### config.mk
export PLATFORM = sky130hd
export DESIGN_NAME = perfTraceTop
export DESIGN_NICKNAME = d
export VERILOG_FILES = /design/src/perfTracePkg.sv /design/src/sampleWindow.sv /design/src/eventCounters.sv /design/src/traceEncoder.sv /design/src/traceFifo.sv /design/src/traceCreditTx.sv /design/src/perfTraceTop.sv
export SDC_FILE = /design/constraint.sdc
export NUM_CORES = 2
export LEC_CHECK = 0
export BUFFER_PORTS_ARGS = -buffer_cell sky130_fd_sc_hd__buf_2
export CORE_MARGIN = 4
export CORE_UTILIZATION = 50
export DETAILED_ROUTE_END_ITERATION = 6
export HOLD_SLACK_MARGIN = 0.12
export PLACE_DENSITY = 0.79
export SLEW_MARGIN = 15
export SYNTH_ARGS = -nofsm -noshare
export SYNTH_HDL_FRONTEND = slang
export SYNTH_HIERARCHICAL = 1
export SYNTH_SLANG_ARGS = --single-unit
### constraint.sdc
create_clock -name clk -period 7.9 [get_ports clk]
set_clock_uncertainty 0.1 [all_clocks]
set_input_delay 1.58 -clock clk [delete_from_list [all_inputs] [get_ports clk]]
set_output_delay 1.58 -clock clk [all_outputs]
set_load 0.02 [all_outputs]
### src/perfTracePkg.sv
////////////////////////////////////////////////////////////////////////////
// performance sampling and trace unit, shared definitions
// widths, record kinds, counter map, buffer depths and encoder states
////////////////////////////////////////////////////////////////////////////

`default_nettype none

package perfTracePkg;

  // payload and counter widths
  typedef logic [31:0] addr_t;
  typedef logic [31:0] count_t;

  // record fields, kind then tag then payload
  typedef logic [3:0]  recKind_t;
  typedef logic [3:0]  recTag_t;
  typedef logic [39:0] traceRec_t;

  // access port fields
  typedef logic [1:0]  hitCode_t;
  typedef logic [1:0]  accKind_t;

  // record kinds
  localparam recKind_t kindTrain  = 4'd0;
  localparam recKind_t kindBegin  = 4'd1;
  localparam recKind_t kindEnd    = 4'd2;
  localparam recKind_t kindIRead  = 4'd3;
  localparam recKind_t kindDRead  = 4'd4;
  localparam recKind_t kindDWrite = 4'd5;
  localparam recKind_t kindDFlush = 4'd6;
  localparam recKind_t kindCount  = 4'd7;

  // hit codes as reported by the cache
  localparam hitCode_t hitHit   = 2'd0;
  localparam hitCode_t hitMiss  = 2'd1;
  localparam hitCode_t hitEvict = 2'd2;
  localparam hitCode_t hitDirty = 2'd3;

  // access kinds, code 3 is not a legal access
  localparam accKind_t accRead  = 2'd0;
  localparam accKind_t accWrite = 2'd1;
  localparam accKind_t accFlush = 2'd2;

  ////////////////////////////////////////////////////////////////////////////
  // event counters
  ////////////////////////////////////////////////////////////////////////////

  localparam int numCounters = 7;
  typedef logic [2:0] ctrIndex_t;

  localparam ctrIndex_t ctrCycles        = 3'd0;
  localparam ctrIndex_t ctrBranches      = 3'd1;
  localparam ctrIndex_t ctrBranchesTaken = 3'd2;
  localparam ctrIndex_t ctrIcacheAccess  = 3'd3;
  localparam ctrIndex_t ctrIcacheMiss    = 3'd4;
  localparam ctrIndex_t ctrDcacheAccess  = 3'd5;
  localparam ctrIndex_t ctrDcacheMiss    = 3'd6;

  ////////////////////////////////////////////////////////////////////////////
  // buffering and link
  ////////////////////////////////////////////////////////////////////////////

  localparam int fifoDepth    = 16;
  localparam int fifoPtrWidth = $clog2(fifoDepth);
  typedef logic [fifoPtrWidth-1:0] fifoPtr_t;
  // one extra bit so a full buffer can be told from an empty one
  typedef logic [fifoPtrWidth:0]   fifoCount_t;

  localparam int maxCredits = 16;
  typedef logic [4:0] credit_t;

  // encoder is idle or walking through the counter dump
  typedef enum logic {
    encIdle,
    encDump
  } encState_t;

  // assemble one record from its three fields
  function automatic traceRec_t packRec(recKind_t kind, recTag_t tag, count_t payload);
    return {kind, tag, payload};
  endfunction

endpackage

`default_nettype wire

### src/sampleWindow.sv
////////////////////////////////////////////////////////////////////////////
// sample window detection
// single-cycle pulses for reset release and start/stop trigger edges
////////////////////////////////////////////////////////////////////////////

`timescale 1ns/10ps
`default_nettype none

module sampleWindow (
  input  logic clk,
  input  logic resetEdge,
  input  logic startTrigger,
  input  logic stopTrigger,
  output logic trainPulse,
  output logic beginPulse,
  output logic endPulse
);

  // reset as seen one clock earlier
  logic resetDelayed;
  // trigger levels from the previous sample
  logic startQ;
  logic stopQ;

  // delayed reset follows the reset line every clock
  always_ff @(posedge clk) begin
    resetDelayed <= resetEdge;
  end

  always_ff @(posedge clk) begin
    if (resetEdge) begin
      startQ     <= 1'b0;
      stopQ      <= 1'b0;
      trainPulse <= 1'b0;
      beginPulse <= 1'b0;
      endPulse   <= 1'b0;
    end else begin
      startQ <= startTrigger;
      stopQ  <= stopTrigger;
      // first clock out of reset marks the training point
      trainPulse <= resetDelayed;
      // rising edges only, so a held level gives a single pulse
      beginPulse <= startTrigger & ~startQ;
      endPulse   <= stopTrigger & ~stopQ;
    end
  end

endmodule

`default_nettype wire

### src/eventCounters.sv
////////////////////////////////////////////////////////////////////////////
// event counters
// free-running counts with snapshots at window begin and frozen deltas
// at window end, read out one index at a time by the encoder
////////////////////////////////////////////////////////////////////////////

`timescale 1ns/10ps
`default_nettype none

module eventCounters import perfTracePkg::*; (
  input  logic      clk,
  input  logic      resetEdge,
  input  logic      trainPulse,
  input  logic      beginPulse,
  input  logic      endPulse,
  input  logic      branchRetired,
  input  logic      branchTaken,
  input  logic      accValid,
  input  logic      accSource,
  input  accKind_t  accKind,
  input  hitCode_t  accHit,
  input  ctrIndex_t dumpIndex,
  output count_t    dumpDelta
);

  logic [numCounters-1:0] events;
  count_t counters  [numCounters];
  count_t snapshots [numCounters];
  count_t deltas    [numCounters];

  logic accLegal;
  logic accMiss;
  logic icacheAcc;
  logic dcacheAcc;

  ////////////////////////////////////////////////////////////////////////////
  // event decode
  ////////////////////////////////////////////////////////////////////////////

  // only the three defined access kinds are real accesses
  assign accLegal  = accValid & ((accKind == accRead) | (accKind == accWrite) |
                                 (accKind == accFlush));
  // anything but a clean hit went to the next level
  assign accMiss   = (accHit != hitHit);
  assign icacheAcc = accLegal & ~accSource;
  assign dcacheAcc = accLegal & accSource;

  always_comb begin
    events                   = '0;
    events[ctrCycles]        = 1'b1;
    events[ctrBranches]      = branchRetired;
    events[ctrBranchesTaken] = branchTaken;
    events[ctrIcacheAccess]  = icacheAcc;
    events[ctrIcacheMiss]    = icacheAcc & accMiss;
    events[ctrDcacheAccess]  = dcacheAcc;
    events[ctrDcacheMiss]    = dcacheAcc & accMiss;
  end

  ////////////////////////////////////////////////////////////////////////////
  // counters and snapshots
  ////////////////////////////////////////////////////////////////////////////

  // a counter holds the events of all earlier clocks, so the delta covers
  // the clocks from beginPulse up to the one before endPulse
  always_ff @(posedge clk) begin
    if (resetEdge) begin
      for (int i = 0; i < numCounters; i++) begin
        counters[i]  <= '0;
        snapshots[i] <= '0;
      end
    end else begin
      for (int i = 0; i < numCounters; i++) begin
        // training point restarts every count
        if (trainPulse) counters[i] <= '0;
        else            counters[i] <= counters[i] + count_t'(events[i]);
        if (beginPulse) snapshots[i] <= counters[i];
      end
    end
  end

  // deltas stay frozen while the encoder walks through them
  always_ff @(posedge clk) begin
    if (endPulse) begin
      for (int i = 0; i < numCounters; i++) begin
        deltas[i] <= counters[i] - snapshots[i];
      end
    end
  end

  // index 7 has no counter behind it
  always_comb begin
    if (dumpIndex < ctrIndex_t'(numCounters)) dumpDelta = deltas[dumpIndex];
    else                                      dumpDelta = '0;
  end

endmodule

`default_nettype wire

### src/traceEncoder.sv
////////////////////////////////////////////////////////////////////////////
// trace encoder
// picks one record per clock from markers, cache accesses and the
// counter dump, and counts the accesses that could not be recorded
////////////////////////////////////////////////////////////////////////////

`timescale 1ns/10ps
`default_nettype none

module traceEncoder import perfTracePkg::*; (
  input  logic      clk,
  input  logic      resetEdge,
  input  logic      trainPulse,
  input  logic      beginPulse,
  input  logic      endPulse,
  input  logic      accValid,
  input  logic      accSource,
  input  accKind_t  accKind,
  input  hitCode_t  accHit,
  input  addr_t     accAddr,
  input  count_t    dumpDelta,
  input  logic      fifoFull,
  output ctrIndex_t dumpIndex,
  output logic      recValid,
  output traceRec_t recData,
  output count_t    dropCount
);

  encState_t state;
  logic      accLegal;
  logic      markerCycle;
  logic      accDrop;
  logic      nextValid;
  traceRec_t nextData;
  recKind_t  accRecKind;

  // same legality rule as the counters use
  assign accLegal    = accValid & ((accKind == accRead) | (accKind == accWrite) |
                                   (accKind == accFlush));
  assign markerCycle = trainPulse | beginPulse | endPulse;

  // a marker or the dump owns the slot, or there is no room left
  assign accDrop = accLegal & ((state == encDump) | markerCycle | fifoFull);

  // icache only fetches, dcache splits by access kind
  always_comb begin
    if (!accSource)               accRecKind = kindIRead;
    else if (accKind == accWrite) accRecKind = kindDWrite;
    else if (accKind == accFlush) accRecKind = kindDFlush;
    else                          accRecKind = kindDRead;
  end

  ////////////////////////////////////////////////////////////////////////////
  // record select
  ////////////////////////////////////////////////////////////////////////////

  always_comb begin
    nextValid = 1'b0;
    nextData  = packRec(kindTrain, '0, '0);
    if (state == encDump) begin
      // one count record per clock, tag is the counter index
      nextValid = 1'b1;
      nextData  = packRec(kindCount, {1'b0, dumpIndex}, dumpDelta);
    end else if (trainPulse) begin
      nextValid = 1'b1;
    end else if (beginPulse) begin
      nextValid = 1'b1;
      nextData  = packRec(kindBegin, '0, '0);
    end else if (endPulse) begin
      nextValid = 1'b1;
      nextData  = packRec(kindEnd, '0, '0);
    end else if (accLegal) begin
      nextValid = 1'b1;
      nextData  = packRec(accRecKind, {2'b00, accHit}, accAddr);
    end
  end

  ////////////////////////////////////////////////////////////////////////////
  // state and outputs
  ////////////////////////////////////////////////////////////////////////////

  always_ff @(posedge clk) begin
    if (resetEdge) begin
      state     <= encIdle;
      dumpIndex <= '0;
      recValid  <= 1'b0;
      dropCount <= '0;
    end else begin
      // a full buffer never sees a push
      recValid  <= nextValid & ~fifoFull;
      dropCount <= dropCount + count_t'(accDrop);
      case (state)
        encIdle: begin
          if (!trainPulse && !beginPulse && endPulse) begin
            state     <= encDump;
            dumpIndex <= '0;
          end
        end
        encDump: begin
          // last counter index ends the dump
          if (dumpIndex == ctrIndex_t'(numCounters - 1)) begin
            state     <= encIdle;
            dumpIndex <= '0;
          end else begin
            dumpIndex <= dumpIndex + 3'd1;
          end
        end
        default: state <= encIdle;
      endcase
    end
  end

  always_ff @(posedge clk) begin
    if (nextValid) recData <= nextData;
  end

endmodule

`default_nettype wire

### src/traceFifo.sv
////////////////////////////////////////////////////////////////////////////
// trace record buffer
// circular buffer between the encoder and the credit transmitter
////////////////////////////////////////////////////////////////////////////

`timescale 1ns/10ps
`default_nettype none

module traceFifo import perfTracePkg::*; (
  input  logic      clk,
  input  logic      resetEdge,
  input  logic      push,
  input  traceRec_t pushData,
  input  logic      pop,
  output traceRec_t fifoHead,
  output logic      fifoFull,
  output logic      fifoEmpty
);

  traceRec_t  mem [fifoDepth];
  fifoPtr_t   rdPtr;
  fifoPtr_t   wrPtr;
  fifoCount_t count;
  logic       doPush;
  logic       doPop;

  assign doPop  = pop & (count != '0);
  // a pop in the same clock frees the slot for the push
  assign doPush = push & ((count != fifoCount_t'(fifoDepth)) | doPop);

  always_ff @(posedge clk) begin
    if (doPush) mem[wrPtr] <= pushData;
  end

  // pointers wrap on their own at the power-of-two depth
  always_ff @(posedge clk) begin
    if (resetEdge) begin
      rdPtr <= '0;
      wrPtr <= '0;
      count <= '0;
    end else begin
      if (doPush) wrPtr <= wrPtr + 1'b1;
      if (doPop)  rdPtr <= rdPtr + 1'b1;
      case ({doPush, doPop})
        2'b10:   count <= count + 1'b1;
        2'b01:   count <= count - 1'b1;
        default: count <= count;
      endcase
    end
  end

  assign fifoHead  = mem[rdPtr];
  assign fifoEmpty = (count == '0);
  // full also when the push now in flight takes the last slot,
  // since the encoder decides one clock ahead of the write
  assign fifoFull  = (count == fifoCount_t'(fifoDepth)) |
                     ((count == fifoCount_t'(fifoDepth - 1)) & push & ~pop);

endmodule

`default_nettype wire

### src/traceCreditTx.sv
////////////////////////////////////////////////////////////////////////////
// credit-based trace transmitter
// sends one buffered record per credit returned by the sink
////////////////////////////////////////////////////////////////////////////

`timescale 1ns/10ps
`default_nettype none

module traceCreditTx import perfTracePkg::*; (
  input  logic      clk,
  input  logic      resetEdge,
  input  logic      traceCredit,
  input  logic      fifoEmpty,
  input  traceRec_t fifoHead,
  output logic      pop,
  output logic      traceValid,
  output traceRec_t traceRecord
);

  // credits held, starts at zero until the sink grants some
  credit_t credits;

  // send only with a credit in hand and something to send
  assign pop = (credits != '0) & ~fifoEmpty;

  always_ff @(posedge clk) begin
    if (resetEdge) begin
      credits    <= '0;
      traceValid <= 1'b0;
    end else begin
      traceValid <= pop;
      case ({traceCredit, pop})
        // grant beyond the limit is ignored
        2'b10: begin
          if (credits != credit_t'(maxCredits)) credits <= credits + 1'b1;
        end
        2'b01:   credits <= credits - 1'b1;
        // grant and spend cancel out
        default: credits <= credits;
      endcase
    end
  end

  always_ff @(posedge clk) begin
    if (pop) traceRecord <= fifoHead;
  end

endmodule

`default_nettype wire

### src/perfTraceTop.sv
////////////////////////////////////////////////////////////////////////////
// performance sampling and trace unit, top level
// window detect, counters, encoder, buffer and credit link
////////////////////////////////////////////////////////////////////////////

`timescale 1ns/10ps
`default_nettype none

module perfTraceTop import perfTracePkg::*; (
  input  logic      clk,
  input  logic      resetEdge,
  input  logic      startTrigger,
  input  logic      stopTrigger,
  input  logic      branchRetired,
  input  logic      branchTaken,
  input  logic      accValid,
  input  logic      accSource,
  input  accKind_t  accKind,
  input  hitCode_t  accHit,
  input  addr_t     accAddr,
  input  logic      traceCredit,
  output logic      traceValid,
  output traceRec_t traceRecord,
  output count_t    dropCount
);

  // window pulses
  logic      trainPulse;
  logic      beginPulse;
  logic      endPulse;
  // counter dump
  ctrIndex_t dumpIndex;
  count_t    dumpDelta;
  // encoder to buffer
  logic      recValid;
  traceRec_t recData;
  logic      fifoFull;
  // buffer to transmitter
  logic      pop;
  logic      fifoEmpty;
  traceRec_t fifoHead;

  sampleWindow window_i (
    .clk, .resetEdge, .startTrigger, .stopTrigger,
    .trainPulse, .beginPulse, .endPulse
  );

  eventCounters counters_i (
    .clk, .resetEdge, .trainPulse, .beginPulse, .endPulse,
    .branchRetired, .branchTaken,
    .accValid, .accSource, .accKind, .accHit,
    .dumpIndex, .dumpDelta
  );

  traceEncoder encoder_i (
    .clk, .resetEdge, .trainPulse, .beginPulse, .endPulse,
    .accValid, .accSource, .accKind, .accHit, .accAddr,
    .dumpDelta, .fifoFull,
    .dumpIndex, .recValid, .recData, .dropCount
  );

  traceFifo fifo_i (
    .clk, .resetEdge,
    .push(recValid), .pushData(recData), .pop,
    .fifoHead, .fifoFull, .fifoEmpty
  );

  traceCreditTx tx_i (
    .clk, .resetEdge, .traceCredit, .fifoEmpty, .fifoHead,
    .pop, .traceValid, .traceRecord
  );

endmodule

`default_nettype wire

==> summary.txt <==
Global routing
  • Initial antenna violation count: 7
  • Total grt overflow: 0
  • First-pass GRT wire length: 246 mm
  • Vias in the first global route: 42500
  • GRT Util Overall: 21.8%
  • Pin count of the biggest net entering global routing: 150

STA
  • RSZ-0062 raised after global routing: no
  • Final Max Slew Viols: 0
  • Final Hold Fails: 0
  • Rel. slew slack: 23.2%
  • Setup TNS: 0 ps
  • Fin crit share: 67.5%
  • Slew @ Worst Pin: 1150 ps
  • Fin crit period: 5330 ps
  • FMAX: 0.187 GHz
  • Setup violators final: 0

Final layout
  • Share of cells above drive strength 1: 11.3%
  • Synthesis-to-layout area growth: 11.7%
  • Non-filler cells, final: 7520
  • Fin nets: 5826
  • Layout Utilization: 56.4%
  • Commonest non-fill, non-tap cell in the layout: edfxtp_1
  • Most frequent cells in the layout: 1390 x edfxtp_1, 441 x nor2_1, 302 x inv_1, 270 x a21oi_1, 244 x nand2_1

Detailed routing
  • # DRC: 0
  • Detail Route Antenna Nets: 0
  • Drt pass-1 iters: 6
  • Wire per inst: 21.2 um
  • Iteration-0 DRC Markers: 4828
  • Via count: 42900
  • Routed wire length: 159 mm
  • Vias per inst: 5.71

Clock network
  • Clock slew at the register clock pins of the worst setup and hold paths: 60 ps
  • CTS tree: yes
  • Clk root buf: clkbuf_16
  • Cts bufs inserted: 148
  • H-tree depth: 4
  • Hold Buf Count CTS: 0
  • CTS Sinks: 1456
  • CTS max path bufs: 3
  • Clk Latency, worst-skew pair: 780 ps
  • CTS resizes: 0
  • Postcts setup bufs: 0

Logic synthesis
  • Asr flop ratio synth: 0%
  • Seq/Total Area, Yosys: 61.7%
  • Synth Instances: 5198
  • YS warnings: 6
  • Predominant post-synthesis flop cell: edfxtp_1
  • Avg Cell Area, Syn: 13.4 sq um
  • Mapped Area: 69700 sq um
  • Number of enable flip-flop cells after synthesis: 1390
  • Count of different cell masters after synthesis: 91
  • FF+latch count, synth: 1456

Setup path
  • Crit Path Class: reg -> reg
  • Crit path launch type: register
  • Critical path peak fanout: 46
  • R2r setup slk: 2570 ps
  • CP Capture Type: register
  • Arrival @ worst endpoint: 5910 ps
  • R2r endpoint: encoder_i/dropCount[30]
  • Worst r2r path cells: 13
  • FF-to-FF Start: fifo_i/count[0]
  • Crit path required time: 8470 ps

Pwr
  • Switching share of power: 26.8%
  • Internal Power: 14500 uW
  • Switching pwr: 5320 uW
  • Static leakage: 0.0283 uW
  • Worst VDD drop: 303 uV
  • Power per cell area: 255 nW/um^2
  • Combinational share of power: 15.9%
  • Clk network pwr share: 35.0%
  • Seq pwr share: 49.1%

Floorplanning
  • Initial Utilization: 50.5%
  • Cell Rows: 136
  • I/O pin count: 118
  • Core area: 138000 sq um
  • Die ar.: 146000 sq um
  • Vert. Die Dim: 381 um
  • Die width: 381 um

Worst hold path
  • Hold path endpoint: window_i/endPulse
  • Worst Hold Class: reg -> reg
  • Hold path cells: 1
  • Hold_sp: window_i/stopQ

Placement
  • GP Congestion: 0.905
  • Hpwl dp: 99.2 mm
  • Port bufs: 117
  • Placed Instances: 7244

Run status
  • Status: finished clean

Run
  • Max-cap violations: 0
worst max path at each step:
stage,from,end,slack [ps]
final,fifo_i/count[0],encoder_i/dropCount[30],2570
after detailed placement,fifo_i/count[0],encoder_i/dropCount[30],2660
after global routing,fifo_i/count[1],encoder_i/dropCount[30],2310
after CTS,fifo_i/count[0],encoder_i/dropCount[30],2640
after floorplan,window_i/endPulse,encoder_i/dropCount[30],2440
after global placement,fifo_i/count[0],encoder_i/dropCount[30],2800
power by group through the flow:
stage	logic [uW]	registers (uW)	clock network [uW]
6_report	3150	9740	6940
5_1_grt	3440	9810	7390
4_1_cts	3140	9740	7050
3_5_place_dp	3100	9890	0
3_3_place_gp	3030	9850	0
2_1_floorplan	2480	9830	0
area by class of cell:
class / instances / area, sq um
fillers: 10600 / 60100
flip-flops and latches: 1456 / 43100
multi-input cells: 3472 / 25600
clock buffers: 196 / 4020
well taps: 1863 / 2330
inverters: 302 / 1130
repair buffers: 151 / 881
clock inverters: 77 / 795
diodes: 3 / 7.51
cells in the mapped netlist (all sizes together) (66+ instances only):
cell / n / share of area [%]
inv: 302 / 1.6
and2: 244 / 2.2
nand3: 149 / 1.1
a22oi: 83 / 0.89
o21ai: 133 / 0.99
a21o: 112 / 1.2
nand2: 244 / 1.3
mux4: 192 / 6.2
and3: 75 / 0.67
clkbuf: 142 / 0.76
nor2: 445 / 2.4
edfxtp: 1390 / 60
ha: 243 / 4.4
a21oi: 271 / 1.9
xnor2: 194 / 2.4
nor2b: 85 / 0.76
dfxtp: 66 / 1.9
xor2: 210 / 2.6
metal layers:
| metal | GRT usage, % | up-vias | routed length (um) | share of wire [%] |
|---|---|---|---|---|
| met2 | 35.8 | 1803 | 76000 | 48 |
| li1 | - | 19800 | - | - |
| met5 | 0 | - | 27 | 0.017 |
| met1 | 29.3 | 21000 | 63600 | 40 |
| met4 | 7.83 | 4 | 5610 | 3.5 |
| met3 | 4.06 | 316 | 14200 | 8.9 |
registers in the layout, summed over array words and instances, names as in the netlist, 3 cells and up, named ones only:
| register | cells |
|---|---|
| tx_i/credits | 5 |
| tx_i/traceRecord | 40 |
| fifo_i/rdPtr | 4 |
| counters_i/counters | 224 |
| counters_i/snapshots | 224 |
| fifo_i/mem | 640 |
| encoder_i/recData | 38 |
| encoder_i/dumpIndex | 3 |
| counters_i/deltas | 224 |
| fifo_i/count | 5 |
| encoder_i/dropCount | 32 |
| fifo_i/wrPtr | 4 |
critical path: stages (launching register included):
cell     delay [ps]
dfxtp_1         390
or4_4           660
nor2_1          500
nor2_4           60
buf_4           380
o41ai_1         900
nor2_1          110
nor2_1          130
ha_1            220
ha_1            220
nand4_1         180
or3_1           600
nor4_1          380
mux2_2          370
cell families (layout without fill, tap and decap cells):
logic type / count (synthesis) / after routing / share of synthesized area, %
DFF: 1456 / 1456 / 61.7
adders and majority gates: 250 / 250 / 4.56
other: 2 / 229 / 0.0108
xor gates and xnor gates: 404 / 404 / 5.07
buffers and inverters: 494 / 726 / 2.84
muxes: 238 / 238 / 6.89
AOI/OAI and AO/OA: 863 / 863 / 8.10
and+or+nand+nor: 1491 / 1491 / 10.8
metrics by stage:
| step | total power [uW] | cell area, sq um | setup WS (ps) | hold WS (ps) |
|---|---|---|---|---|
| 2_1_floorplan | 12300 | 70600 | 2440 | 282 |
| 3_3_place_gp | 12900 | 73100 | 2800 | 289 |
| 3_5_place_dp | 13000 | 73100 | 2660 | 294 |
| 4_1_cts | 19900 | 77900 | 2640 | 300 |
| 5_1_grt | 20600 | 77900 | 2310 | 313 |
| 6_report | 19800 | 77900 | 2570 | 297 |
(Power assumes the default switching activity.)
